<file path="config.mk">
export PLATFORM = sky130hd
export DESIGN_NAME = stm_drive_output
export DESIGN_NICKNAME = d
export VERILOG_FILES = /design/src/stm_pkg.sv /design/src/stm_drive_output.sv
export SDC_FILE = /design/constraint.sdc
export NUM_CORES = 1
export LEC_CHECK = 0
export BUFFER_PORTS_ARGS = -buffer_cell sky130_fd_sc_hd__buf_4
export CAP_MARGIN = 20
export CORE_MARGIN = 1
export CORE_UTILIZATION = 35
export DETAILED_ROUTE_END_ITERATION = 7
export GPL_ROUTABILITY_DRIVEN = 0
export PLACE_DENSITY = 0.7
export RECOVER_POWER = 50
export SLEW_MARGIN = 10
export SYNTH_ARGS = -nofsm -noshare
export SYNTH_HDL_FRONTEND = slang
export SYNTH_SLANG_ARGS = --single-unit
</file>
<file path="constraint.sdc">
create_clock -name CLK_L -period 1.8 [get_ports CLK_L]
set_input_delay 0.27 -clock CLK_L [delete_from_list [all_inputs] [get_ports CLK_L]]
set_output_delay 0.27 -clock CLK_L [all_outputs]
set_load 0.02 [all_outputs]
</file>
<file path="src/stm_pkg.sv">
/* Package for the gain STM engine: array geometry, memory widths,
   trigger period and the operator state and gain mode enums. */

package stm_pkg;

  // Array geometry and pulse width.
  localparam int num_trans       = 249;
  localparam int pw_width        = 13;
  localparam int trans_idx_width = 8;

  // Gain memory. A read address is {base[2:0], offset[5:0]}.
  localparam int gain_data_width = 128;
  localparam int gain_addr_width = 9;
  localparam int wr_addr_width   = 12; // Read address plus a 3-bit lane select.
  localparam int mem_latency     = 2;

  // STM sequencing.
  localparam int idx_width   = 4;
  localparam int trig_period = 320; // Must exceed one frame of num_trans pairs.

  typedef enum logic [1:0] {
    waiting,
    bram_wait_0,
    bram_wait_1,
    run
  } op_state_t;

  // Encoding of a stored pattern.
  typedef enum logic {
    mode_normal = 1'b0,
    mode_legacy = 1'b1
  } gain_mode_t;

endpackage

</file>
<file path="src/stm_drive_output.sv">
/* Drive output stage: registered duty/phase pairs with transducer
   numbering and an end-of-frame pulse. */

`timescale 1ns/1ps

module stm_drive_output (
  input  logic                                CLK_L,
  input  logic                                arst_n,
  input  logic [stm_pkg::pw_width-1:0]        duty,
  input  logic [stm_pkg::pw_width-1:0]        phase,
  input  logic                                dout_valid,
  output logic [stm_pkg::pw_width-1:0]        drv_duty,
  output logic [stm_pkg::pw_width-1:0]        drv_phase,
  output logic                                drv_valid,
  output logic [stm_pkg::trans_idx_width-1:0] trans_idx,
  output logic                                frame_done
);

  logic last_pair;

  // The pair being accepted now is the last one of the frame.
  assign last_pair = drv_valid && (trans_idx == stm_pkg::num_trans - 2);

  always_ff @(posedge CLK_L) begin
    drv_duty  <= duty;
    drv_phase <= phase;
  end

  always_ff @(posedge CLK_L or negedge arst_n) begin
    if (!arst_n) begin
      drv_valid  <= 1'b0;
      trans_idx  <= '0;
      frame_done <= 1'b0;
    end else begin
      drv_valid <= dout_valid;
      if (dout_valid) begin
        trans_idx  <= drv_valid ? trans_idx + 1'b1 : '0; // First pair of a frame is 0.
        frame_done <= last_pair;
      end else begin
        trans_idx  <= '0;
        frame_done <= 1'b0;
      end
    end
  end

  a_trans_idx_range: assert property (@(posedge CLK_L) disable iff (!arst_n)
    drv_valid |-> trans_idx <= stm_pkg::num_trans - 1)
    else $error("trans_idx beyond last transducer");

endmodule

</file>
; Word-level counts from Yosys, hierarchy flattened
; Index checks and enable logic that the tools add are counted.
[word_totals]
word_cells = 11
input_bits = 29
reg_bits = 36
[op_classes]
addsub = 1
n_reduce_logical = 1
n_eq_ne = 1
mux = 3
[op_table]
columns = operator, n
row1 = 2-to-1 mux 8 bit, 2
row2 = adder 8 x 1 -> 8 bit (second input constant), 1
row3 = equality test 8 bit (second input constant), 1
row4 = logical AND 1 bit, 1
row5 = 2-to-1 mux 1 bit, 1

; Logic depth before layout (Yosys ltp)
[depth]
ltp_word = 3
ltp_mapped = 4
mapped_depth_nobuf = 4

; Worst setup path after synthesis
; Ideal clock, no wire load.
[synth_path]
path_type = reg-to-reg
start = register trans_idx[0] in the netlist's numbering
end = register trans_idx[6] in the netlist's numbering
stages_incl_launch_ff = 5
setup_time_ps = 79
t_arrival_ps = 1282
synth_period_minus_slack_ps = 1361
setup_slack_ps = 439
n_path_buf = 0
cell_sequence = dfrtp_1 -> ha_1 -> nand3_1 -> or3_1 -> a21oi_1
[synth_via]
elab_chain_len = 3
[synth_rtl]
columns = item, line_no
row1 = start: declaration, stm_drive_output.sv:15  ; output logic [stm_pkg::trans_idx_width-1:0] trans_idx,
row2 = start signal: assignment, stm_drive_output.sv:37  ; trans_idx <= drv_valid ? trans_idx + 1'b1 : '0;
row3 = adder 8 x 1 -> 8 bit, stm_drive_output.sv:37
row4 = 2-to-1 mux 8 bit, stm_drive_output.sv:37
row5 = 2-to-1 mux 8 bit, stm_drive_output.sv:36  ; if (dout_valid) begin
; Every way passes these cells.

; Worst setup path after layout
; Same ends and word-level chain as after synthesis.

==> results.md <==
* First-pass GRT wire length at between 2 and 3 mm
* Setup-failing EPs final at 0
* WHS at between 0.05 and 0.06 ns
* GRT overflow at 0
* Fmax at 742 MHz
* Crit Path Category: register to register
* Crit start category: register
* Initial Util at about 38%
* Syn-to-layout area delta at 61.7%
* Cell count after synthesis at 64
* Chip Width at 53.8 um
* DRT iter0 DRCs at 4
* Minimum clock period at between 1 and 1.5 ns
* Total GRT Usage at 15.8%
* Status: finished clean
* CP arrival at 1.60 ns
* Sequential area share after synthesis at 82.1%
* Syn_nets at 95
* Total chip power at 1420 uW
* Slew @ Worst Pin at approximately 0.54 ns
* Yosys warns at 0
* Avg Inst Size Synth at 14.7 um^2
* Peak supply drop at 0.717 mV
* Die Footprint at 2890 um^2
* Setup TNS at 0 ns
* Clk_lat worst skew at 0.33 ns
* Clk sinks at 36
* Num CTS Buffers at 5
* Core Area at 2500 um^2
* Lkg Pwr at about 0.00074 uW
* Worst hold-check path type: input pin to register
* Antenna violations before repair at 0
* CTS Root Cell: clkbuf_4
* FF-to-FF setup slack at about 0.45 ns
* Post-CTS Hold Buffers at 1
* Final Max Tran Viols at 0
* RSZ-0062 raised after global routing: false
* Post-synth cell types at 16
* Die Ht at about 54 um
* IO buf count at between 60 and 70
* Crit Path Max Fanout at 6
* Critical path capture point type: register
* Final hold violation count at 0
* Rows at 18
* Vias in the first global route at 746
* I/O pins at 65
* Req. time, crit path at 2.05 ns
* Most frequent cells in the layout: buf_4 (36), clkbuf_4 (31), dfxtp_1 (26)
* Residual DRC count at 0
* ANT nets after route at 0
* DP Area at 1460 um^2
* DR vias/cell at 4.35
* Most common cell after layout, fill and taps aside: buf_4
* H-tree Lvls at 2
* Clk_skew at 0.00541 ns
* Final WL at around 2 mm
* Drt wl/cell at roughly 12 um
* Final Core Density at roughly three fifths
* Drt first pass iters at 3
* Layout cell share with drive strength beyond 1 at 49.6%
* Post-route clock period utilization at 74.8%
* PD cells at 938 nW/um^2
* Pin count of the biggest net entering global routing at 11
* Post-CTS Setup Inserts at 0
* Maxcap violations at 0
* Clock transition at path regs at 0.10 ns
* Post-CTS sizing at 0
* Clock tree from TritonCTS: built
* Detailed-route via count at around 730
* Worst slew margin at a little under two thirds
* Flops & latches, synth at 36
* Final Cell Area at approximately 1500 um^2
* Clock Path Buffers at 2
* Fin nets at 167
* Diode count at 0
* Cell Area, Synth at 938 um^2
==> sequential cells by signal (all words and copies together), names as in the netlist <==
signal	count
drv_duty	13
drv_phase	13
trans_idx	8
drv_valid	1
frame_done	1
==> stage by stage <==
step	worst slack, ns	std cells
floorplan	0.439	64
global placement	0.547	158
detailed placement	0.464	158
CTS	0.437	167
global route	0.382	167
finish	0.453	167
==> final cells by class <==
class | count | area, um^2
clock buffers | 8 | 58.8
multi-input cells | 27 | 164
fillers | 213 | 982
inverters | 1 | 3.75
repair buffers | 65 | 483
well taps | 30 | 37.5
flip-flops and latches | 36 | 771
==> cells in the mapped netlist, drive strengths merged <==
cell	number	area (um^2)
xnor2	2	17.5
nor3	1	5.00
dfxtp	26	521
nor2	4	15.0
dfrtp	10	250
a21oi	3	15.0
and3	1	6.26
nand2	2	7.51
or3	3	18.8
nand4b	1	8.76
nand3	3	15.0
ha	2	25.0
o21ai	3	15.0
xor2	1	8.76
nand4	1	6.26
inv	1	3.75
==> metal layers <==
metal  share of wire, %  wire length [um]  global-route usage [%]  vias up
met5                  0                 0                       0        -
met4                2.5                50                    9.21        0
met3                 15               305                    13.0        5
met2                 45               892                    23.9       53
met1                 37               725                    14.6      313
li1                   -                 -                       -      356
==> power by group <==
group	switching, uW	internal (uW)	leakage [uW]
combinational	71.1	76.6	0.000353
clock	238	193	0.0000326
sequential	11.7	834	0.000356
total	321	1100	0.000741
==> worst max-delay path, stage by stage (launching register included) <==
cell	delay (ns)
dfrtp_1	0.44
ha_1	0.17
nand3_1	0.13
or3_1	0.37
a21oi_1	0.16
==> kinds of logic after synthesis <==
family	count (synthesis)	share of synthesized area [%]
AND/OR/NAND/NOR	16	8.80
adder cells (fa/ha/maj)	2	2.67
XOR/XNOR	3	2.80
buffers and inverters	1	0.400
flip-flops	36	82.1
AO/OA/AOI/OAI	6	3.20
==> path summary, 6_finish.rpt <==
path	start	to	cells past startpoint
setup / recovery	trans_idx[0]	trans_idx[6]	4
hold / removal	phase[8]	drv_phase[8]	1
setup reg to reg	trans_idx[0]	trans_idx[6]	4
hold reg to reg	trans_idx[0]	trans_idx[0]	1
max in group asynchronous	arst_n	trans_idx[7]	2
min in group asynchronous	arst_n	trans_idx[3]	2
Power figures use the tool's default switching activity.
