**src/stm_pkg.sv**
```systemverilog
/* Package for the gain STM engine: array geometry, memory widths,
   trigger period and the operator state and gain mode enums. */

package stm_pkg;

  // Array geometry and pulse width.
  localparam int num_trans       = 249;
  localparam int pw_width        = 13;
  localparam int trans_idx_width = 8;

  // Gain memory. A read address is {base[2:0], offset[5:0]}.
  localparam int gain_data_width = 128;
  localparam int gain_addr_width = 9;
  localparam int wr_addr_width   = 12; // Read address plus a 3-bit lane select.
  localparam int mem_latency     = 2;

  // STM sequencing.
  localparam int idx_width   = 4;
  localparam int trig_period = 320; // Must exceed one frame of num_trans pairs.

  typedef enum logic [1:0] {
    waiting,
    bram_wait_0,
    bram_wait_1,
    run
  } op_state_t;

  // Encoding of a stored pattern.
  typedef enum logic {
    mode_normal = 1'b0,
    mode_legacy = 1'b1
  } gain_mode_t;

endpackage

```
**src/stm_index_timer.sv**
```systemverilog
/* Index timer: periodic trigger and STM index stepping by
   frequency divider and cycle length. */

`timescale 1ns/1ps

module stm_index_timer (
  input  logic                          CLK_L,
  input  logic                          arst_n,
  input  logic                          enable,
  input  logic [15:0]                   freq_div,
  input  logic [stm_pkg::idx_width:0]   cycle_len,
  output logic                          trig,
  output logic [stm_pkg::idx_width-1:0] idx
);

  logic [$clog2(stm_pkg::trig_period)-1:0] period_cnt;
  logic [15:0]                             trig_cnt;

  always_ff @(posedge CLK_L or negedge arst_n) begin
    if (!arst_n) begin
      period_cnt <= '0;
      trig       <= 1'b0;
    end else if (!enable) begin
      period_cnt <= '0;
      trig       <= 1'b0;
    end else if (period_cnt == stm_pkg::trig_period - 1) begin
      period_cnt <= '0;
      trig       <= 1'b1;
    end else begin
      period_cnt <= period_cnt + 1'b1;
      trig       <= 1'b0;
    end
  end

  // Step idx only after the operator has sampled it with trig.
  always_ff @(posedge CLK_L or negedge arst_n) begin
    if (!arst_n) begin
      trig_cnt <= '0;
      idx      <= '0;
    end else if (trig) begin
      if (trig_cnt + 16'd1 >= freq_div) begin
        trig_cnt <= '0;
        if ({1'b0, idx} + 1'b1 >= cycle_len) begin
          idx <= '0; // Wrap at the end of the sequence.
        end else begin
          idx <= idx + 1'b1;
        end
      end else begin
        trig_cnt <= trig_cnt + 16'd1;
      end
    end
  end

  a_trig_single: assert property (@(posedge CLK_L) disable iff (!arst_n)
    trig |=> !trig)
    else $error("trig high on two consecutive cycles");

endmodule

```
**config.mk**
```make
export PLATFORM = sky130hd
export DESIGN_NAME = stm_index_timer
export DESIGN_NICKNAME = d
export VERILOG_FILES = /design/src/stm_pkg.sv /design/src/stm_index_timer.sv
export SDC_FILE = /design/constraint.sdc
export NUM_CORES = 1
export LEC_CHECK = 0
export BUFFER_PORTS_ARGS = -buffer_cell sky130_fd_sc_hd__buf_2
export CORE_MARGIN = 2
export CORE_UTILIZATION = 54
export CTS_BUF_LIST = sky130_fd_sc_hd__clkbuf_4
export DETAILED_ROUTE_END_ITERATION = 16
export PLACE_DENSITY = 0.87
export SLEW_MARGIN = 20
export SYNTH_ARGS = -nofsm -noshare
export SYNTH_HDL_FRONTEND = slang
export SYNTH_SLANG_ARGS = --single-unit
```
**constraint.sdc**
```tcl
create_clock -name CLK_L -period 2.9 [get_ports CLK_L]
set_input_delay 0.58 -clock CLK_L [delete_from_list [all_inputs] [get_ports CLK_L]]
set_output_delay 0.58 -clock CLK_L [all_outputs]
set_load 0.01 [all_outputs]
```
Yosys cells after proc, flatten, opt, wreduce, memory -nomap -nowiden
Cells that the tools add are included.

cells by class
  reductions and logical operators = 1
  $add $sub $neg = 4
  muxes and demuxes = 6
  equal/unequal tests = 1
  $lt $le $gt $ge = 2

operators by type and width
  cell                                                             count
  9-bit 2-to-1 mux                                                 2
  16-bit by 1-bit adder with 16-bit output, second input constant  1
  16-bit greater-or-equal comparator                               1
  16-bit 2-to-1 mux                                                1
  9-bit by 1-bit adder with 9-bit output, second input constant    1
  9-bit equality test, second input constant                       1
  4-bit by 1-bit adder with 5-bit output, second input constant    1
  5-bit greater-or-equal comparator                                1
  4-bit by 1-bit adder with 4-bit output, second input constant    1
  4-bit 2-to-1 mux                                                 1
  1-bit 2-to-1 mux                                                 2
  2-bit AND reduction                                              1

storage, ports and cells
  output and inout bits = 5
  register bits = 30

Logic depth before layout (Yosys ltp)
Gate-level depths: netlist of the first run.

  depth after elaboration = 3
  mapped depth = 13
  gate-level depth less buffers = 12

Worst setup path before layout of the first run
OpenSTA, ideal clock, no wires.

  kind = flip-flop to flip-flop
  start point = register trig_cnt[0]
  end point = register trig_cnt[14]
  data arrival time = 2,840 ps
  buffers on the path = 1
  period minus slack after synthesis = 2,961 ps
  cell stages (with the launch flop) = 14
  required time = 2,779 ps
  slack = -61 ps
  path through = dfrtp_1 -> nand2_1 -> nor4_4 -> and3_4 -> and3_4 -> xor2_1 -> ha_1 -> nand4_1 -> nor4_1 -> a311oi_2 -> and2_4 -> buf_8 -> a21o_1 -> a22o_2

on the way
  longest elaborated chain between the ends = 3

RTL lines
  item                                          line                                          text
  start, declared                               stm_index_timer.sv:17                         logic [15:0] trig_cnt;
  start signal, assigned                        stm_index_timer.sv:49                         trig_cnt <= trig_cnt + 16'd1;
  16-bit by 1-bit adder with 16-bit output (*)  stm_index_timer.sv:41, stm_index_timer.sv:49
  16-bit greater-or-equal comparator            stm_index_timer.sv:41                         if (trig_cnt + 16'd1 >= freq_div) begin
  16-bit 2-to-1 mux (*)                         stm_index_timer.sv:41

Every way passes the cells marked *; elsewhere a longest branch is shown, timed or not.
A chain may end at the register's enable or synchronous reset.

Final worst setup path of the first run
  start point = register trig_cnt[3]
  end point = register trig_cnt[9]

Same word-level chain as after synthesis.

==> impl_metrics.csv, run 1 <==
group,metric,value,unit
finish,finalNonFillerCells,349,
placed_design,gp_routability_congestion,0.807,
clocking,clk_path_buf_depth,2,
floorplan,io_count,29,
synthesis,synth_edf_count,0,
pwr,power_frac_seq,50.9,%
clocking,cts_buffers,5,
synthesis,async_flop_share,100,%
drt,drtPass1Iterations,4,
finish,layout-drive-gt1-share,28.1,%
critical_path,cp.arrival,3.36,ns
sta,finalHoldViolCount,0,
placed_design,dp.cells,332,
finish,area_growth,23.7,%
status,status,"finished with violations",
drt,postRouteWirelength,5030,µm
synthesis,synth-warning-count,0,
sta,maxSlewHeadroom,54.0,%
pwr,share_comb_of_total_power,8.3,%
synthesis,synth_top_family_by_area,"simple AND/OR/NAND/NOR gates",
synthesis,synth_seq_area_share,34.2,%
sta,finalMaxSlewViolations,0,
finish,area_occupied_by_multi_input_gates,1390,µm²
global_route,grt.overflow.total,0,
synthesis,synth_simple_gate_area_share,21.1,%
synthesis,synth_area_leaders,"dfrtp_1 34%, ha_1 14%, xnor2_1 6.0%",
floorplan,die_x,67.7,µm
sta,layout_setup_ws,-0.168,ns
status,violations,"negative setup slack",
pwr,p_clk_share,40.8,%
synthesis,yosysTopAreaCell,"dfrtp_1",
synthesis,multiplexer_area_fraction_after_synthesis,0.514,%
clocking,clockRootBuffer,"clkbuf_4",
clocking,htree_levels,2,
floorplan,floorplan.rows,23,
synthesis,dominantRegCellSynth,"dfrtp_1",
synthesis,synth.ff_latch_count,30,
drt,routed_wire_length_per_instance,14.4,µm
critical_path,worst-endpoint-required,3.20,ns
drt,number_of_drc_markers_after_the_initial_detailed_route_iteration,73,
synthesis,synth_compound_area_share,15.6,%
drt,routed_via_density,5.51,
drt,drt_drc_violations_left,0,
finish,num-nets-final,346,
pwr,static-leakage-power,1.34,nW
clocking,cts_tree,"yes",
sta,setup_viol,20,
floorplan,chipHeight,67.7,µm
synthesis,synthDistinctLibCells,41,
global_route,vias_in_the_first_global_route,1907,
global_route,grt_start_max_net_pins,31,
pwr,max-vdd-ir-drop,304,µV
synthesis,postSynthCellCount,240,
synthesis,syn-num-nets,288,
pwr,p_per_area,308,nW/µm²
sta,period_minus_slack,3.07,ns
finish,final_design_area_no_fill,2710,µm²
critical_path,crit_path_start_kind,"flip-flop",
finish,seq_area,753,µm²
sta,final_min_period_over_clock_period,106,%
global_route,antenna_violations_before_repair,0,
sta,rsz0062_at_grt,"yes",
critical_path,critPathKind,"flip-flop to flip-flop",
global_route,grtUsageTotal,23.3,%
floorplan,dieArea,4590,µm²
sta,max_freq,326,MHz
synthesis,post-synth-top-area-fraction,34.2,%
sta,final.setup_skew,0.0195,ns
placed_design,dpl-instance-area,2510,µm²
drt,via_count,1923,
placed_design,port_buffers,28,
finish,fillers,293,
clocking,cts_hold_buffers,0,
pwr,swShare,24.5,%
sta,tightestPinTransition,0.690,ns
critical_path,kind_of_end_point_of_the_critical_path,"flip-flop",
pwr,internal_power,0.000631,W
floorplan,floorplan.core_area,3940,µm²
sta,finalSetupTns,-2.47,ns
floorplan,start_util,55.6,%
synthesis,synth-adder-area-share,13.7,%
pwr,power.switching,0.000204,W
clocking,numClockSinks,30,
placed_design,dp.final_hpwl,3500,µm
clocking,worst_skew_late_latency,0.35,ns
synthesis,syn-mean-instance-area,9.13,µm²
finish,antenna_cells,0,
job,drv_cap,0,
clocking,path_clk_slew,0.11,ns
synthesis,synth_xor_xnor_area_share,8.79,%
critical_path,highest_fanout_seen_on_the_critical_path,5,
hold_path,worstHoldPathType,"input port to async pin",
global_route,global_route_wire_length_before_repair,7950,µm
synthesis,syn_area,2190,µm²
drt,number_of_nets_with_antenna_violations_after_routing,0,
-- repair_timing --
item | in CTS | in global routing
buffers inserted | 0 | 7
gates cloned | 0 | 3
gates resized for setup | 2 | 12
setup endpoints to repair | 12 | 20
pin swaps | 3 | 4
-- kinds of logic (layout without fill, tap and decap cells) --
logic type / after synthesis / count (layout)
AOI/OAI and AO/OA: 50 / 50
xor gates and xnor gates: 22 / 22
adders and majority gates: 24 / 24
buffers and inverters: 32 / 88
DFF: 30 / 30
muxes: 1 / 1
and+or+nand+nor: 81 / 84
-- final timing paths --
check | start | to | slack (ns) | cells past startpoint
worst max-delay path | trig_cnt[3]$_DFFE_PN0P_ | trig_cnt[9]$_DFFE_PN0P_ | -0.17 | 14
worst min-delay path | arst_n | trig_cnt[0]$_DFFE_PN0P_ | 0.26 | 1
worst max register to register | trig_cnt[3]$_DFFE_PN0P_ | trig_cnt[9]$_DFFE_PN0P_ | -0.17 | 14
worst min register to register | period_cnt[0]$_DFF_PN0_ | period_cnt[0]$_DFF_PN0_ | 0.50 | 1
max in group asynchronous | arst_n | trig_cnt[2]$_DFFE_PN0P_ | 2.15 | 1
min in group CLK_L | period_cnt[0]$_DFF_PN0_ | period_cnt[0]$_DFF_PN0_ | 0.50 | 1
-- synth_stat cells (2+ instances only) --
library cell  count
a211oi_1          2
a21o_1            5
a21oi_1           6
a22o_1            8
and2_1            3
and2b_1           2
and3_1            2
and3_4            2
dfrtp_1          30
ha_1             24
inv_1            29
nand2_1          19
nand3_1          16
nand4_1           4
nor2_1           15
nor2b_1           5
nor3_1            3
o21ai_0          18
o2bb2ai_1         3
o31ai_1           2
or2_2             2
xnor2_1          15
xor2_1            7
-- registers in the layout, summed over array words and instances (netlist names) --
register    cells
trig            1
period_cnt      9
idx             4
trig_cnt       16
-- cells in the final DEF, fill, tap and decap left out, types with 2 or more instances in the layout --
| cell type | netlist | routed |
|---|---|---|
| dfrtp_1 | 30 | 28 |
| nor4_4 | 1 | 2 |
| a21oi_1 | 6 | 6 |
| nor2b_1 | 5 | 5 |
| o2bb2ai_1 | 3 | 2 |
| xnor2_1 | 15 | 15 |
| nand2_2 | 1 | 2 |
| and3_4 | 2 | 2 |
| buf_4 | 0 | 22 |
| nor2_1 | 15 | 15 |
| o31ai_1 | 2 | 2 |
| xor2_1 | 7 | 7 |
| buf_2 | 1 | 28 |
| or2_2 | 2 | 2 |
| a21o_1 | 5 | 5 |
| o21ai_0 | 18 | 15 |
| clkbuf_4 | 0 | 5 |
| dfrtp_2 | 0 | 2 |
| nor3_1 | 3 | 2 |
| nand3_1 | 16 | 16 |
| and2_1 | 3 | 3 |
| inv_1 | 29 | 29 |
| a22o_1 | 8 | 8 |
| nand4_1 | 4 | 4 |
| and2b_1 | 2 | 2 |
| ha_1 | 24 | 23 |
| nand2_1 | 19 | 18 |
| o21ai_1 | 0 | 3 |
| and3_1 | 2 | 2 |
| clkinv_2 | 0 | 2 |
-- per-stage QoR --
stage / util [%] / power, W / setup WS, ns / hold WS [ns]
2_1_floorplan: - / 0.000467 / 0.0419 / 0.284
3_3_place_gp: 63.6 / 0.000496 / 0.0680 / 0.476
3_5_place_dp: 63.6 / 0.000500 / -0.0172 / 0.494
4_1_cts: 65.7 / 0.000831 / -0.0207 / 0.269
5_1_grt: 68.8 / 0.000870 / -0.335 / 0.303
6_report: 68.8 / 0.000835 / -0.168 / 0.261
-- critical path: stages (launching register included) --
cell	delay, ns
dfrtp_1	0.42
nand3_4	0.11
nor4_4	0.29
buf_4	0.18
nand3_1	0.12
xnor2_1	0.24
ha_1	0.30
nand4_1	0.18
buf_4	0.15
nor4_4	0.04
a311oi_4	0.40
buf_4	0.19
nand2_4	0.07
nor2_4	0.16
a22o_1	0.17
-- power by group through the flow --
stage	combinational [W]	clock [W]	sequential (W)
global placement	0.0000635	0	0.000433
detailed placement	0.0000671	0	0.000433
finish	0.0000696	0.000341	0.000425
floorplan	0.0000343	0	0.000432
CTS	0.0000679	0.000338	0.000425
global route	0.0000806	0.000364	0.000425
-- per-layer routing --
metal | wire length, µm | track usage, %
met5 | 0 | 0
met4 | 49 | 6.89
met3 | 199 | 5.00
met2 | 2550 | 42.9
met1 | 2230 | 26.6
-- layout make-up --
cell class | instances | area share, %
Multi-Input combinational cell | 181 | 51.4
Clock buffer | 5 | 1.38
Sequential cell | 30 | 27.8
Tap cell | 50 | 2.31
Inverter | 29 | 4.01
Clock inverter | 3 | 1.48
Timing Repair Buffer | 51 | 11.7
No activity file was read; power rests on OpenSTA's default activity.
==> inputs of run 2 (changes only) <==
--- a/config.mk
+++ b/config.mk
@@ -11,6 +11,8 @@
 export CTS_BUF_LIST = sky130_fd_sc_hd__clkbuf_4
 export DETAILED_ROUTE_END_ITERATION = 16
 export PLACE_DENSITY = 0.87
+export RECOVER_POWER = 100
+export SKIP_CTS_REPAIR_TIMING = 1
 export SLEW_MARGIN = 20
 export SYNTH_ARGS = -nofsm -noshare
 export SYNTH_HDL_FRONTEND = slang
==> impl_metrics.csv, run 2 (synthesized netlist as in run 1, its figures left out) <==
group,metric,value,unit
clocking,path_clk_slew,0.12,ns
sta,finalMaxSlewViolations,31,
placed_design,dpl-instance-area,2510,µm²
placed_design,gp_routability_congestion,0.807,
clocking,clk_path_buf_depth,2,
sta,setup_viol,20,
finish,registers.top_by_ff_count,"trig_cnt",
global_route,antenna_violations_before_repair,0,
clocking,cts_tree,"yes",
critical_path,highest_fanout_seen_on_the_critical_path,7,
global_route,global_route_wire_length_before_repair,7960,µm
finish,final_design_area_no_fill,2700,µm²
critical_path,cp.arrival,3.27,ns
status,status,"finished with violations",
floorplan,floorplan.core_area,3940,µm²
floorplan,floorplan.rows,23,
drt,postRouteWirelength,5080,µm
finish,reg.largest.list,"trig_cnt: 16 flops, period_cnt: 9 flops, idx: 4 flops",
sta,period_minus_slack,3.01,ns
finish,layout-drive-gt1-share,25.5,%
clocking,numClockSinks,30,
drt,number_of_nets_with_antenna_violations_after_routing,0,
placed_design,dp.cells,332,
clocking,worst_skew_late_latency,0.35,ns
critical_path,worst-endpoint-required,3.15,ns
finish,utilization,68.6,%
drt,routed_wire_length_per_instance,14.6,µm
pwr,static-leakage-power,1.33,nW
pwr,pnr_total_power,0.000836,W
job,drv_cap,1,
floorplan,die_x,67.7,µm
sta,layout_setup_ws,-0.114,ns
drt,routed_via_density,5.58,
global_route,grt.overflow.total,0,
sta,finalHoldViolCount,0,
sta,max_freq,332,MHz
finish,num-nets-final,345,
sta,final.setup_skew,0.0245,ns
clocking,clockRootBuffer,"clkbuf_4",
clocking,htree_levels,2,
finish,finalNonFillerCells,348,
pwr,p_per_area,309,nW/µm²
floorplan,dieArea,4590,µm²
drt,number_of_drc_markers_after_the_initial_detailed_route_iteration,98,
sta,maxSlewHeadroom,-6.58,%
critical_path,crit_path_start_kind,"flip-flop",
placed_design,port_buffers,28,
sta,finalSetupTns,-1.29,ns
pwr,max-vdd-ir-drop,304,µV
global_route,grtUsageTotal,23.3,%
floorplan,start_util,55.6,%
floorplan,io_count,29,
finish,fillers,302,
drt,drt_drc_violations_left,0,
critical_path,kind_of_end_point_of_the_critical_path,"flip-flop",
sta,rsz0062_at_grt,"yes",
finish,largest_register_ffs,16,
clocking,cts_buffers,5,
global_route,vias_in_the_first_global_route,1910,
global_route,grt_start_max_net_pins,31,
hold_path,worstHoldPathType,"flip-flop to flip-flop",
drt,drtPass1Iterations,4,
floorplan,chipHeight,67.7,µm
placed_design,dp.final_hpwl,3500,µm
finish,antenna_cells,0,
sta,final_min_period_over_clock_period,104,%
status,violations,"max-capacitance violations, max-slew violations, negative setup slack",
critical_path,critPathKind,"flip-flop to flip-flop",
sta,tightestPinTransition,1.60,ns
finish,commonest_non_fill_non_tap_cells_in_the_layout,"29 x inv_1, 29 x dfrtp_1, 23 x ha_1, 23 x buf_2, 21 x buf_4",
finish,area_growth,23.3,%
drt,via_count,1943,
## run 2: cell types whose count changed in the layout (fill, tap and decap cells not counted), sizes merged
cell	previous run	this run
buf	51	45
clkbuf	5	10
## run 2: layer usage
| metal | GRT usage (%) | part of all wire (%) | vias up |
|---|---|---|---|
| met1 | 26.6 | 43 | 932 |
| li1 | - | - | 949 |
| met4 | 6.89 | 1.2 | 0 |
| met2 | 43.0 | 51 | 54 |
| met3 | 5.00 | 4.7 | 8 |
| met5 | 0 | 0 | - |
## run 2: worst paths after layout
| check | slack (ns) | from | depth (start not counted) | to |
|---|---|---|---|---|
| worst min-delay path | 0.50 | period_cnt[0]$_DFF_PN0_ | 1 | period_cnt[0]$_DFF_PN0_ |
| worst max register to register | -0.11 | trig_cnt[0]$_DFFE_PN0P_ | 12 | idx[2]$_DFFE_PN0P_ |
| worst max-delay path | -0.11 | trig_cnt[0]$_DFFE_PN0P_ | 12 | idx[2]$_DFFE_PN0P_ |
| min in group asynchronous | 0.61 | arst_n | 1 | trig_cnt[0]$_DFFE_PN0P_ |
| max in group asynchronous | 1.24 | arst_n | 1 | trig_cnt[2]$_DFFE_PN0P_ |
| worst min register to register | 0.50 | period_cnt[0]$_DFF_PN0_ | 1 | period_cnt[0]$_DFF_PN0_ |
## run 2: through the flow
| stage | hold WS, ns | setup WS [ns] |
|---|---|---|
| final | 0.499 | -0.114 |
| after global routing | 0.493 | -0.302 |
| after CTS | 0.269 | -0.0431 |
| after detailed placement | 0.494 | -0.0172 |
| after global placement | 0.476 | 0.0680 |
| after floorplan | 0.284 | 0.0419 |
## run 2: report_power, final
group,internal [W],switching [W]
clock network,0.000179,0.000162
logic,0.0000311,0.0000402
registers,0.000421,0.00000327
## run 2: worst max-delay path: stages, from the launching register on
cell      delay, ns
dfrtp_1        0.43
nand2_2        0.10
nor4_4         0.27
and3_4         0.24
buf_4          0.11
xor2_1         0.18
ha_1           0.29
a21oi_1        0.13
o21ai_0        0.17
a221oi_4       0.45
and2_4         0.29
a211oi_2       0.05
o22ai_1        0.19
## run 2: cell type report
type | count | area, µm² | share of cell area, %
multi-input cells | 181 | 1400 | 51.8
well taps | 50 | 62.6 | 2.31
clock buffers | 5 | 37.5 | 1.39
repair buffers | 50 | 303 | 11.2
inverters | 29 | 109 | 4.03
clock inverters | 3 | 40.0 | 1.48
flip-flops and latches | 30 | 752 | 27.8
