### config.mk
export PLATFORM = sky130hd
export DESIGN_NAME = stm_gain_operator
export DESIGN_NICKNAME = d
export VERILOG_FILES = /design/src/stm_pkg.sv /design/src/stm_gain_operator.sv
export SDC_FILE = /design/constraint.sdc
export NUM_CORES = 1
export LEC_CHECK = 0
export BUFFER_PORTS_ARGS = -buffer_cell sky130_fd_sc_hd__buf_2
export CAP_MARGIN = 20
export CORE_MARGIN = 2
export CORE_UTILIZATION = 45
export DETAILED_ROUTE_END_ITERATION = 8
export GPL_TIMING_DRIVEN = 0
export PLACE_DENSITY = 0.76
export SETUP_SLACK_MARGIN = 0.02
export SYNTH_ARGS = -nofsm -noshare
export SYNTH_HDL_FRONTEND = slang
export SYNTH_SLANG_ARGS = --single-unit
export TNS_END_PERCENT = 50
### constraint.sdc
create_clock -name CLK_L -period 2.7 [get_ports CLK_L]
set_input_delay 0.135 -clock CLK_L [delete_from_list [all_inputs] [get_ports CLK_L]]
set_output_delay 0.135 -clock CLK_L [all_outputs]
set_load 0.01 [all_outputs]
### src/stm_pkg.sv
/* Package for the gain STM engine: array geometry, memory widths,
   trigger period and the operator state and gain mode enums. */

package stm_pkg;

  // Array geometry and pulse width.
  localparam int num_trans       = 249;
  localparam int pw_width        = 13;
  localparam int trans_idx_width = 8;

  // Gain memory. A read address is {base[2:0], offset[5:0]}.
  localparam int gain_data_width = 128;
  localparam int gain_addr_width = 9;
  localparam int wr_addr_width   = 12; // Read address plus a 3-bit lane select.
  localparam int mem_latency     = 2;

  // STM sequencing.
  localparam int idx_width   = 4;
  localparam int trig_period = 320; // Must exceed one frame of num_trans pairs.

  typedef enum logic [1:0] {
    waiting,
    bram_wait_0,
    bram_wait_1,
    run
  } op_state_t;

  // Encoding of a stored pattern.
  typedef enum logic {
    mode_normal = 1'b0,
    mode_legacy = 1'b1
  } gain_mode_t;

endpackage

### src/stm_gain_operator.sv
/* Gain operator: per-trigger pattern fetch and duty/phase streaming
   in legacy (8-bit) or normal (16-bit) format. */

`timescale 1ns/1ps

module stm_gain_operator (
  input  logic                                CLK_L,
  input  logic                                arst_n,
  input  logic                                trig,
  input  logic [stm_pkg::idx_width-1:0]       idx,
  input  stm_pkg::gain_mode_t                 gain_mode,
  output logic [stm_pkg::gain_addr_width-1:0] gain_addr,
  input  logic [stm_pkg::gain_data_width-1:0] gain_data,
  output logic [stm_pkg::pw_width-1:0]        duty,
  output logic [stm_pkg::pw_width-1:0]        phase,
  output logic                                dout_valid
);

  stm_pkg::op_state_t state;

  logic [2:0] addr_base;
  logic [5:0] addr_offset;
  logic [2:0] set_cnt; // Pair slot within the current word.
  logic [$clog2(stm_pkg::num_trans)-1:0] cnt;

  logic       legacy;
  logic       offset_step;

  logic [stm_pkg::pw_width-1:0] leg_phase;
  logic [stm_pkg::pw_width-1:0] leg_duty;
  logic [stm_pkg::pw_width-1:0] nrm_phase;
  logic [stm_pkg::pw_width-1:0] nrm_duty;

  assign legacy    = (gain_mode == stm_pkg::mode_legacy);
  assign gain_addr = {addr_base, addr_offset};

  // Legacy: eight {duty, phase} byte pairs per word, expanded to 13 bits.
  assign leg_phase = {1'b0, gain_data[{set_cnt, 4'h0} +: 8], 4'h0};
  assign leg_duty  = {2'b00, gain_data[{set_cnt, 4'h8} +: 8], 3'h7} + 13'd1;

  // Normal: four {duty, phase} 16-bit pairs per word, low 13 bits kept.
  assign nrm_phase = gain_data[{set_cnt[1:0], 5'd0} +: stm_pkg::pw_width];
  assign nrm_duty  = gain_data[{set_cnt[1:0], 5'd16} +: stm_pkg::pw_width];

  // Request the next word early so it lands exactly at slot 0.
  assign offset_step = legacy ? (set_cnt == 3'd5) : (set_cnt[1:0] == 2'd1);

  always_ff @(posedge CLK_L or negedge arst_n) begin
    if (!arst_n) begin
      state       <= stm_pkg::waiting;
      dout_valid  <= 1'b0;
      addr_base   <= '0;
      addr_offset <= '0;
      set_cnt     <= '0;
      cnt         <= '0;
    end else begin
      case (state)
        stm_pkg::waiting: begin
          dout_valid <= 1'b0;
          if (trig) begin
            if (legacy) begin
              addr_base   <= idx[3:1];
              addr_offset <= idx[0] ? 6'd32 : 6'd0; // Odd points use the upper half.
            end else begin
              addr_base   <= idx[2:0];
              addr_offset <= '0;
            end
            state <= stm_pkg::bram_wait_0;
          end
        end
        stm_pkg::bram_wait_0: begin
          state <= stm_pkg::bram_wait_1;
        end
        stm_pkg::bram_wait_1: begin
          cnt     <= '0;
          set_cnt <= '0;
          state   <= stm_pkg::run;
        end
        stm_pkg::run: begin
          dout_valid <= 1'b1;
          set_cnt    <= set_cnt + 1'b1;
          if (offset_step) begin
            addr_offset <= addr_offset + 1'b1;
          end
          cnt <= cnt + 1'b1;
          if (cnt == stm_pkg::num_trans - 1) begin
            state <= stm_pkg::waiting;
          end
        end
        default: begin
          state <= stm_pkg::waiting;
        end
      endcase
    end
  end

  always_ff @(posedge CLK_L) begin
    if (state == stm_pkg::run) begin
      if (legacy) begin
        phase <= leg_phase;
        duty  <= leg_duty;
      end else begin
        phase <= nrm_phase;
        duty  <= nrm_duty;
      end
    end
  end

  // The last pair leaves one cycle after run has ended.
  a_valid_in_run: assert property (@(posedge CLK_L) disable iff (!arst_n)
    dout_valid |-> $past(state) == stm_pkg::run)
    else $error("dout_valid outside run");

  a_legacy_duty: assert property (@(posedge CLK_L) disable iff (!arst_n)
    dout_valid && legacy |-> duty <= 13'd2048)
    else $error("legacy duty above 2048");

endmodule

== Word level (Yosys, flattened, before mapping) ==
Cells that the tools add are included.
W data, S select, Z words.

* Bits in registers: 49
* Logic and storage cells: 47

* Eq/ne operators: 9
* Muxes and demuxes: 15
* Reduce and logical (&&, ||, !) cells: 6
* Shift operators: 4
* $add $sub $neg: 4

{| class="wikitable"
|+ Operator list
! kind !! number
|-
| $shiftx A128 B8 Y13 || 2
|-
| $shiftx A128 B8 Y8 || 2
|-
| $mux W6 || 4
|-
| $pmux W8 S2 || 1
|-
| $mux W13 || 1
|-
| $add A11 B1 Y12 const B || 1
|-
| $mux W12 || 1
|-
| $pmux W6 S2 || 1
|-
| $add A8 B1 Y8 const B || 1
|-
| $eq A8 B8 Y1 const B || 1
|-
| $pmux W2 S4 || 1
|-
| $add A6 B1 Y6 const B || 1
|-
| $ne A2 B2 Y1 const B || 3
|-
| $pmux W3 S2 || 1
|-
| $eq A2 B1 Y1 const B || 2
|-
| $eq A2 B2 Y1 const B || 2
|-
| $mux W2 || 2
|-
| $reduce_and A2 Y1 || 2
|-
| $reduce_bool A2 Y1 || 2
|-
| $add A3 B1 Y3 const B || 1
|-
| $eq A3 B3 Y1 const B || 1
|-
| $mux W3 || 1
|-
| $reduce_and A3 Y1 || 1
|-
| $logic_not A2 Y1 || 1
|-
| other kinds (2) || 2
|}

== Logic depth before layout (Yosys ltp) ==
Gate-level depths: netlist of run 1.

* Depth in word-level cells: 4
* Mapped depth: 11
* Mapped depth without buffers: 7

== Worst setup path before layout of run 1 ==
OpenSTA, ideal clock, no wires.

* Path type: register -> register
* Start point: register set_cnt[0]
* End point: register duty[7] (netlist bit), data pin
* Arrival time: 1.989 ns
* Setup slack: 0.456 ns
* Stages on the path, launching flop included: 8
* Data required time: 2.445 ns
* Cells stage by stage: dfrtp_1 -> buf_2 -> mux4_2 -> mux2_2 -> ha_1 -> nand2_1 -> o21ai_0 -> a31o_1

* Word-level cells in the longest chain between the ends: 3
* Elaborated cells between the ends (all ways): 4

{| class="wikitable"
|+ RTL lines
! what !! line !! text
|-
| start: declaration || stm_gain_operator.sv:23 || <nowiki>logic [2:0] set_cnt;</nowiki>
|-
| start signal: assignment || stm_gain_operator.sv:81 || <nowiki>set_cnt <= set_cnt + 1'b1;</nowiki>
|-
| $shiftx A128 B8 Y8 || stm_gain_operator.sv:39 || <nowiki>assign leg_duty = {2'b00, gain_data[{set_cnt, 4'h8} +: 8], 3'h7} + 13'd1;</nowiki>
|-
| $add A11 B1 Y12 || stm_gain_operator.sv:39 ||
|-
| $mux W13 * || stm_gain_operator.sv:99 || <nowiki>if (legacy) begin</nowiki>
|-
| end signal: assignment || stm_gain_operator.sv:101 || <nowiki>duty <= leg_duty;</nowiki>
|-
| end signal: assignment || stm_gain_operator.sv:104 || <nowiki>duty <= nrm_duty;</nowiki>
|-
| end: declaration || stm_gain_operator.sv:14 || <nowiki>output logic [stm_pkg::pw_width-1:0] duty,</nowiki>
|}

Mark *: on every way between the ends. The rest lies on a longest branch, timed or not.
A chain may end at the register's enable or synchronous reset.

== Worst setup path after layout of run 1 ==
* Start point: register set_cnt[0]
* End point: register phase[5] (netlist bit), data pin

* Word-level cells in the longest chain between the ends: 2
* Elaborated cells between the ends (all ways): 3

{| class="wikitable"
|+ RTL lines
! what !! line !! text
|-
| $shiftx A128 B8 Y13 / $shiftx A128 B8 Y8 (equally long branches) || stm_gain_operator.sv:42, stm_gain_operator.sv:38 ||
|-
| $mux W12 * || stm_gain_operator.sv:99 ||
|-
| end signal: assignment || stm_gain_operator.sv:100 || <nowiki>phase <= leg_phase;</nowiki>
|-
| end signal: assignment || stm_gain_operator.sv:103 || <nowiki>phase <= nrm_phase;</nowiki>
|-
| end: declaration || stm_gain_operator.sv:15 || <nowiki>output logic [stm_pkg::pw_width-1:0] phase,</nowiki>
|}

Marks and branches as above.

==> impl_metrics.env, run 1 <==
export IMPL_min_path_cells=3
export IMPL_slowest_delay_ns=0.39
export IMPL_reg2regPathDepth=7
export IMPL_cts_sinks=49
export IMPL_max_freq_mhz=407.7
export IMPL_drt_iter0_drc=295
export IMPL_drv_cap=0
export IMPL_crit_type="register to register"
export IMPL_chipHeight_um=98.40
export IMPL_min_period_over_period_pct=90.85
export IMPL_period_needed_ns=2.453
export IMPL_wl_met3_um=890
export IMPL_fin_area_um2=5144
export IMPL_num_rows=34
export IMPL_crit_path_end_kind="register"
export IMPL_drc=0
export IMPL_synth_area_leaders="mux4_2, edfxtp_1, dfrtp_1"
export IMPL_first_pass_iters=5
export IMPL_synth_edf_count=26
export IMPL_die_area_um2=9683
export IMPL_avgViaCountPerCell=5.938
export IMPL_synth_common_cells="mux4_2, edfxtp_1, dfrtp_1, mux2i_1, nor2_1"
export IMPL_synth_cells=304
export IMPL_ir_drop_mv=0.1851
export IMPL_setup_ws_ns=0.2470
export IMPL_yosysMostFrequentCell="mux4_2"
export IMPL_die_w_um=98.40
export IMPL_yosys_warnings=0
export IMPL_cts_clk_slew_worst_paths_ns=0.09
export IMPL_total_power_mw=1.803
export IMPL_place_area_um2=5029
export IMPL_status="complete, no violations"
export IMPL_crit_path_start_kind="register"
export IMPL_diodes=0
export IMPL_seq_area_um2=1356
export IMPL_place_ws_ns=0.08961
export IMPL_ios=172
export IMPL_num_fill_cells=749
export IMPL_synth_top_cell_area_share_pct=28.64
export IMPL_core_area_um2=8678
export IMPL_clock_skew_ns=0.005120
export IMPL_overflow=0
export IMPL_async_flop_share_pct=46.94
export IMPL_grt_setup_unrepaired="no"
export IMPL_synth_largest_area_cell="mux4_2"
export IMPL_cp_arrival_ns=2.49
export IMPL_wl_per_cell_um=19.82
export IMPL_avgSynthCellArea_um2=13.19
export IMPL_top_layer="met4"
export IMPL_synth_area_um2=4010
export IMPL_vias=3521
export IMPL_setup_tns_ns=0
export IMPL_crit_path_frequent_cell="clkbuf_4"
export IMPL_hold_viol=0
export IMPL_synth_cell_types=41
export IMPL_grt_max_degree=24
export IMPL_route_met2_wl_um=6187
export IMPL_synth_nets=450
export IMPL_routed_wl_um=11750
export IMPL_crit_required_ns=2.74
export IMPL_grt_pass1_wl_um=18960
export IMPL_hold_path_class="input pin to register"
export IMPL_port_buffers=171
export IMPL_fin_nets=630
export IMPL_cts_made_buffers=5
export IMPL_multi_input_area_um2=2492
export IMPL_start_util_pct=46.21
export IMPL_detail_route_antenna_nets=0
export IMPL_antenna_found_initial=0
export IMPL_ys_ff_latch=49
export IMPL_ys_dominant_reg_cell="edfxtp_1"
export IMPL_synth_seq_area_share_pct=33.82
export IMPL_cp_max_fo=10
export IMPL_grt_pass1_vias=3604
export IMPL_routabilityCongestion=0.8728
export IMPL_setup_viol_count_final=0
export IMPL_tritoncts="done"
export IMPL_worst_pin_slew_ns=0.7522
export IMPL_hpwl_um=9404
export IMPL_track_usage_pct=25.29
export IMPL_cts_root_buf="clkbuf_8"
export IMPL_htree_levels=2
export IMPL_drv_slew=0
export IMPL_cp_cell_sequence="clkbuf_4 -> clkbuf_4 -> buf_4 -> buf_2 -> mux4_2 -> mux2i_1 -> a21oi_1"
export IMPL_p_leak_nw=2.490
export IMPL_final_core_util_pct=59.27
export IMPL_syn_to_final_growth_pct=28.27
export IMPL_cp_slowest_cell="dfrtp_1"
export IMPL_layout_drive_gt1_share_pct=53.81
export IMPL_powerDensity_nw_per_um2=350.4
export IMPL_relSlewSlack_pct=49.85
export IMPL_drt_met1_wl_um=4359
export IMPL_cts_buffer_depth=2
export IMPL_clk_latency_ns=0.31
-- power breakdown --
group	total [mW]	leakage (nW)	switching [mW]	internal, mW
sequential	0.892	0.538	0.0416	0.850
clock	0.471	0.0512	0.262	0.208
combinational	0.440	1.90	0.200	0.240
-- through the flow --
stage / instances / hold WS [ns]
3_5_place_dp: 584 / 0.1456
2_1_floorplan: 304 / -0.1606
5_1_grt: 593 / 0.1498
6_report: 593 / 0.1321
4_1_cts: 593 / 0.1322
3_3_place_gp: 583 / 0.1381
-- timing repair --
action,CTS,global route
hold buffers,1,0
endpoints found under the hold margin,23,0
resized for setup,0,3
endpoints found under the setup margin,0,10
buffers inserted,0,0
-- metal layers --
metal	GRT usage [%]	up-vias
li1	-	1578
met1	32.57	1725
met2	44.27	188
met3	2.935	30
met4	9.062	0
met5	0	-
-- state kept, by name, summed over array words and instances (netlist names) --
register     flops
addr_base        3
phase           13
addr_offset      6
cnt              8
set_cnt          3
state            2
duty            13
dout_valid       1
-- worst max-delay path: cells and delay by family, from the launching register on --
kind / cells / cell delay, ns
compound gates: 1 / 0.10
buf+inv: 4 / 1.16
flops: 1 / 0.39
mux: 2 / 0.52
-- path summary, 6_finish.rpt --
kind,slack [ns],endpoint,from
max,0.25,phase[5]$_DFFE_PP_,set_cnt[0]$_DFFE_PN0P_
min,0.13,addr_base[2]$_DFFE_PN0P_,idx[3]
max reg2reg,0.25,phase[5]$_DFFE_PP_,set_cnt[0]$_DFFE_PN0P_
min reg2reg,0.49,cnt[5]$_DFFE_PN0P_,cnt[5]$_DFFE_PN0P_
max in group asynchronous,2.00,addr_base[2]$_DFFE_PN0P_,arst_n
min in group asynchronous,0.34,cnt[6]$_DFFE_PN0P_,arst_n
-- layout by cell type (no fill, tap or decap), types with 2 or more instances in the layout --
cell        n
nand2b_1    3
clkbuf_1    5
a211oi_1    2
inv_1       8
o21ai_0     6
mux4_2     51
edfxtp_1   26
buf_2     180
mux4_1      6
buf_6       2
mux2i_1    22
ha_1       10
clkbuf_8    6
nor2_1     22
nand2_1    17
a22o_1      5
o211ai_1    2
clkbuf_4    2
o31ai_1     4
and3_1      4
o21ai_1     3
buf_1       2
xor2_1      5
xnor2_1     4
nor2b_1     2
mux2_2      9
dfrtp_1    23
and2_1     12
a21oi_1    13
nand4_1     3
nand3_1     9
-- kinds of logic (layout without fill, tap and decap cells) --
kind of cell / after synthesis / count (layout) / share of synthesized area [%]
buffers and inverters: 31 / 212 / 4.119
AOI/OAI and AO/OA: 42 / 42 / 6.989
and+or+nand+nor: 74 / 74 / 9.017
muxes: 89 / 89 / 40.97
DFF: 49 / 49 / 33.82
adders and majority gates: 10 / 10 / 3.120
xor gates and xnor gates: 9 / 9 / 1.966
-- final cells by class --
class                           instances  area share [%]
Tap cell                              108           2.627
Clock inverter                          2          0.2676
Multi-Input combinational cell        224           48.46
Clock buffer                            6           1.605
Inverter                                9          0.6568
Sequential cell                        49           26.37
Timing Repair Buffer                  173           17.37
Buffer                                 22           2.651
No activity file was read; power rests on OpenSTA's default activity.
==> run 2, diff against run 1 <==
--- a/config.mk
+++ b/config.mk
@@ -8,10 +8,10 @@
 export BUFFER_PORTS_ARGS = -buffer_cell sky130_fd_sc_hd__buf_2
 export CAP_MARGIN = 20
 export CORE_MARGIN = 2
-export CORE_UTILIZATION = 45
+export CORE_UTILIZATION = 49
 export DETAILED_ROUTE_END_ITERATION = 8
 export GPL_TIMING_DRIVEN = 0
-export PLACE_DENSITY = 0.76
+export PLACE_DENSITY = 0.82
 export SETUP_SLACK_MARGIN = 0.02
 export SYNTH_ARGS = -nofsm -noshare
 export SYNTH_HDL_FRONTEND = slang
==> impl_metrics.env, run 2 (synthesis results as in run 1) <==
export IMPL_status="complete, no violations"
export IMPL_drt_iter0_drc=188
export IMPL_crit_type="register to register"
export IMPL_clock_skew_ns=0.009931
export IMPL_num_fill_cells=630
export IMPL_cts_clk_slew_worst_paths_ns=0.09
export IMPL_detail_route_antenna_nets=0
export IMPL_port_buffers=171
export IMPL_htree_levels=2
export IMPL_drv_slew=0
export IMPL_place_area_um2=5021
export IMPL_cp_max_fo=9
export IMPL_grt_pass1_wl_um=19170
export IMPL_setup_tns_ns=0
export IMPL_setup_viol_count_final=0
export IMPL_reg_top3="duty (13), phase (13), cnt (8)"
export IMPL_layout_commonest_cell="buf_2"
export IMPL_final_cell_mix="buf_2, mux4_2, edfxtp_1"
export IMPL_clk_latency_ns=0.31
export IMPL_fin_area_um2=5172
export IMPL_ios=172
export IMPL_multi_input_area_um2=2489
export IMPL_critical_path_top_delay_family="multiplexers"
export IMPL_crit_path_start_kind="register"
export IMPL_ir_drop_mv=0.2722
export IMPL_layout_drive_gt1_share_pct=53.61
export IMPL_hpwl_um=9646
export IMPL_antenna_found_initial=1
export IMPL_hold_viol=0
export IMPL_avgViaCountPerCell=6.129
export IMPL_tritoncts="done"
export IMPL_start_util_pct=51.10
export IMPL_p_leak_nw=2.505
export IMPL_routabilityCongestion=0.9257
export IMPL_core_area_um2=7848
export IMPL_crit_path_end_kind="register"
export IMPL_hold_path_class="input pin to register"
export IMPL_slowest_delay_ns=0.54
export IMPL_cts_made_buffers=5
export IMPL_seq_area_um2=1356
export IMPL_cts_sinks=49
export IMPL_routed_wl_um=12190
export IMPL_grt_pass1_vias=3893
export IMPL_cp_cell_sequence="buf_2 -> mux4_2 -> mux2_2 -> ha_1 -> nand2_1 -> and4b_4 -> a211oi_2"
export IMPL_cp_slowest_cell="mux4_2"
export IMPL_worst_pin_slew_ns=0.6454
export IMPL_powerDensity_nw_per_um2=380.1
export IMPL_die_w_um=94.47
export IMPL_drv_cap=0
export IMPL_critPathBufInv=1
export IMPL_wl_per_cell_um=20.73
export IMPL_fin_nets=630
export IMPL_syn_to_final_growth_pct=28.99
export IMPL_track_usage_pct=28.70
export IMPL_max_freq_mhz=396.7
export IMPL_min_period_over_period_pct=93.36
export IMPL_drc=0
export IMPL_cp_arrival_ns=2.67
export IMPL_grt_max_degree=24
export IMPL_cts_buffer_depth=2
export IMPL_crit_required_ns=2.85
export IMPL_die_area_um2=8924
export IMPL_relSlewSlack_pct=56.97
export IMPL_vias=3604
export IMPL_num_rows=32
export IMPL_chipHeight_um=94.47
export IMPL_overflow=0
export IMPL_final_core_util_pct=65.91
export IMPL_holdWs_ns=0.1351
export IMPL_first_pass_iters=4
export IMPL_cts_root_buf="clkbuf_8"
export IMPL_grt_setup_unrepaired="yes"
export IMPL_period_needed_ns=2.521
-- run 2: path summary, 6_finish.rpt --
| path | cells after the start | to | from | slack, ns |
|---|---|---|---|---|
| max | 7 | duty[9]$_DFFE_PP_ | set_cnt[0]$_DFFE_PN0P_ | 0.18 |
| min in group asynchronous | 2 | cnt[6]$_DFFE_PN0P_ | arst_n | 0.33 |
| max in group asynchronous | 2 | cnt[1]$_DFFE_PN0P_ | arst_n | 2.02 |
| min reg2reg | 1 | cnt[7]$_DFFE_PN0P_ | cnt[7]$_DFFE_PN0P_ | 0.50 |
| min | 3 | addr_base[2]$_DFFE_PN0P_ | idx[3] | 0.14 |
| max reg2reg | 7 | duty[9]$_DFFE_PP_ | set_cnt[0]$_DFFE_PN0P_ | 0.18 |
-- run 2: final cells by class --
type / instances / share of cell area (%)
antenna: 1 / 0.04838
buffer: 22 / 2.637
clock buffer: 5 / 1.330
clock inverter: 3 / 1.258
inverter: 9 / 0.6531
multi-input combinational: 224 / 48.11
sequential: 49 / 26.22
tap: 102 / 2.467
timing repair buffer: 173 / 17.27
-- run 2: stage by stage --
stage          instances  setup WS [ns]  total power, mW
3_5_place_dp         578         0.1201            1.351
6_report             588         0.1792            1.966
2_1_floorplan        304         0.4560            1.119
4_1_cts              587        0.08710            1.966
3_3_place_gp         577        0.07914            1.330
5_1_grt              588       0.004780            2.040
-- run 2: where the power goes --
group | total, mW | leakage [nW] | switching [mW] | internal, mW
clock network | 0.623 | 0.0681 | 0.255 | 0.368
registers | 0.892 | 0.538 | 0.0419 | 0.850
logic | 0.451 | 1.90 | 0.210 | 0.241
total | 1.97 | 2.51 | 0.507 | 1.46
-- run 2: layer usage --
| metal | GRT usage (%) | part of all wire, % | wire length, µm |
|---|---|---|---|
| met3 | 3.911 | 7.6 | 924 |
| met4 | 13.53 | 3.6 | 444 |
| met2 | 51.73 | 53 | 6415 |
| met1 | 33.94 | 36 | 4403 |
| met5 | 0 | 0 | 0 |
-- run 2: worst register-to-register path: cells and delay by family (launching register included) --
family	cells	cell delay, ns
AOI/OAI and AO/OA	1	0.19
adders and majority gates	1	0.27
buffers and inverters	1	0.31
DFF	1	0.40
muxes	2	0.86
and+or+nand+nor	2	0.34
-- run 2: what timing repair did --
item | CTS | global route
resized for setup | 0 | 2
setup buffers | 0 | 0
hold endpoints to repair | 23 | 0
endpoints found under the setup margin | 0 | 7
hold buffers | 1 | 0
==> run 3, diff against run 2 <==
--- a/config.mk
+++ b/config.mk
@@ -7,10 +7,11 @@
 export LEC_CHECK = 0
 export BUFFER_PORTS_ARGS = -buffer_cell sky130_fd_sc_hd__buf_2
 export CAP_MARGIN = 20
-export CORE_MARGIN = 2
+export CORE_MARGIN = 3
 export CORE_UTILIZATION = 49
 export DETAILED_ROUTE_END_ITERATION = 8
 export GPL_TIMING_DRIVEN = 0
+export MAX_ROUTING_LAYER = met4
 export PLACE_DENSITY = 0.82
 export SETUP_SLACK_MARGIN = 0.02
 export SYNTH_ARGS = -nofsm -noshare
==> impl_metrics.env, run 3 (synthesis results as in run 1) <==
export IMPL_r2r_end="duty[7]$_DFFE_PP_"
export IMPL_layout_drive_gt1_share_pct=53.81
export IMPL_crit_path_start_kind="register"
export IMPL_grt_pass1_vias=3829
export IMPL_drv_slew=0
export IMPL_cp_startpoint="set_cnt[0]$_DFFE_PN0P_"
export IMPL_crit_path_end_kind="register"
export IMPL_period_needed_ns=2.558
export IMPL_hold_viol=0
export IMPL_start_util_pct=51.10
export IMPL_cp_slowest_cell="mux4_2"
export IMPL_ios=172
export IMPL_detail_route_antenna_nets=0
export IMPL_die_area_um2=9306
export IMPL_num_rows=32
export IMPL_relSlewSlack_pct=55.78
export IMPL_clk_latency_ns=0.31
export IMPL_cp_cell_sequence="buf_2 -> mux4_2 -> mux2_2 -> ha_1 -> nand2_1 -> o21ai_0 -> a31o_1"
export IMPL_max_freq_mhz=391.0
export IMPL_post_cts_setup_buffers=0
export IMPL_setup_tns_ns=0
export IMPL_crit_required_ns=2.78
export IMPL_worst_pin_slew_ns=0.6633
export IMPL_drc=0
export IMPL_hold_path_startpoint="idx[1]"
export IMPL_drv_cap=0
export IMPL_layout_commonest_cell="buf_2"
export IMPL_routabilityCongestion=0.9747
export IMPL_clock_skew_ns=0.009686
export IMPL_grt_setup_unrepaired="no"
export IMPL_cp_max_fo=9
export IMPL_hold_end="addr_base[0]$_DFFE_PN0P_"
export IMPL_ir_drop_mv=0.1969
export IMPL_syn_to_final_growth_pct=28.77
export IMPL_die_w_um=96.47
export IMPL_tritoncts="done"
export IMPL_reg2regPathDepth=7
export IMPL_setup_ws_ns=0.1423
export IMPL_status="complete, no violations"
export IMPL_min_period_over_period_pct=94.73
export IMPL_fin_nets=630
export IMPL_avgViaCountPerCell=6.218
export IMPL_crit_type="register to register"
export IMPL_vias=3656
export IMPL_powerDensity_nw_per_um2=379.2
export IMPL_cts_buffer_depth=2
export IMPL_htree_levels=2
export IMPL_min_path_cells=3
export IMPL_hold_path_class="input pin to register"
export IMPL_core_area_um2=7848
export IMPL_antenna_found_initial=0
export IMPL_hpwl_um=9828
export IMPL_wl_per_cell_um=20.48
export IMPL_ff2ff_setup_slack_ns=0.14
export IMPL_p_leak_nw=2.501
export IMPL_setup_viol_count_final=0
export IMPL_reg_top3="duty (13), phase (13), cnt (8)"
export IMPL_chipHeight_um=96.47
export IMPL_fin_area_um2=5164
export IMPL_placedCellCount=578
export IMPL_routed_wl_um=12040
export IMPL_drt_iter0_drc=252
export IMPL_grt_pass1_wl_um=18420
export IMPL_place_area_um2=5009
export IMPL_cts_root_buf="clkbuf_8"
export IMPL_cts_clk_slew_worst_paths_ns=0.09
export IMPL_final_cell_mix="buf_2, mux4_2, edfxtp_1"
export IMPL_grt_max_degree=24
export IMPL_place_ws_ns=0.1014
export IMPL_track_usage_pct=27.44
export IMPL_slowest_delay_ns=0.54
export IMPL_first_pass_iters=4
export IMPL_cts_made_buffers=5
export IMPL_timing_rr_start="set_cnt[0]$_DFFE_PN0P_"
export IMPL_cts_sinks=49
export IMPL_port_buffers=171
export IMPL_cp_arrival_ns=2.63
export IMPL_total_power_mw=1.958
export IMPL_instances_no_fill=588
export IMPL_overflow=0
[run 3: layout make-up]
class | count | area (µm²)
well taps | 102 | 127.6
inverters | 9 | 33.78
diodes | 1 | 2.502
flip-flops and latches | 49 | 1356
multi-input cells | 224 | 2492
plain buffers | 22 | 136.4
repair buffers | 173 | 880.8
fillers | 612 | 2684
clock inverters | 3 | 65.06
clock buffers | 5 | 68.82
[run 3: repair_timing]
| item | CTS | global route |
|---|---|---|
| setup endpoints to repair | 0 | 6 |
| gates resized for setup | 0 | 3 |
| hold buffers | 1 | 0 |
| endpoints found under the hold margin | 23 | 0 |
[run 3: worst max-delay path by stage]
stage | end | slack, ns | depth (start not counted)
detailed placement | phase[7]$_DFFE_PP_ | 0.10 | 6
floorplan | duty[7]$_DFFE_PP_ | 0.46 | 7
global placement | state[1]$_DFFE_PN0P_ | 0.12 | 5
global route | cnt[7]$_DFFE_PN0P_ | 0.03 | 6
finish | duty[7]$_DFFE_PP_ | 0.14 | 7
CTS | phase[7]$_DFFE_PP_ | 0.08 | 6
[run 3: power breakdown]
group          switching [mW]  internal [mW]  leakage, nW  total [mW]
Sequential             0.0424          0.850        0.538       0.893
Combinational           0.204          0.240         1.89       0.444
Clock                   0.253          0.368       0.0681       0.621
[run 3: per-stage QoR]
step / utilization (%) / hold slack (ns)
global placement: 63.63 / 0.1356
CTS: 65.66 / 0.1493
detailed placement: 63.82 / 0.1344
floorplan: - / -0.1606
finish: 65.80 / 0.1557
global route: 65.77 / 0.1621
[run 3: metal layers]
| metal | global-route usage, % | wire [µm] | up-vias |
|---|---|---|---|
| met2 | 47.70 | 6307 | 251 |
| met5 | - | 0 | - |
| met1 | 30.84 | 4067 | 1774 |
| met4 | 12.73 | 461 | 0 |
| li1 | - | - | 1585 |
| met3 | 4.802 | 1209 | 46 |
[run 3: critical path, delay by kind of cell (launching register included)]
family / cells / cell delay, ns
multiplexers: 2 / 0.84
flip-flops: 1 / 0.40
AO/OA/AOI/OAI: 2 / 0.36
buffers and inverters: 1 / 0.32
adder cells (fa/ha/maj): 1 / 0.26
AND/OR/NAND/NOR: 1 / 0.13
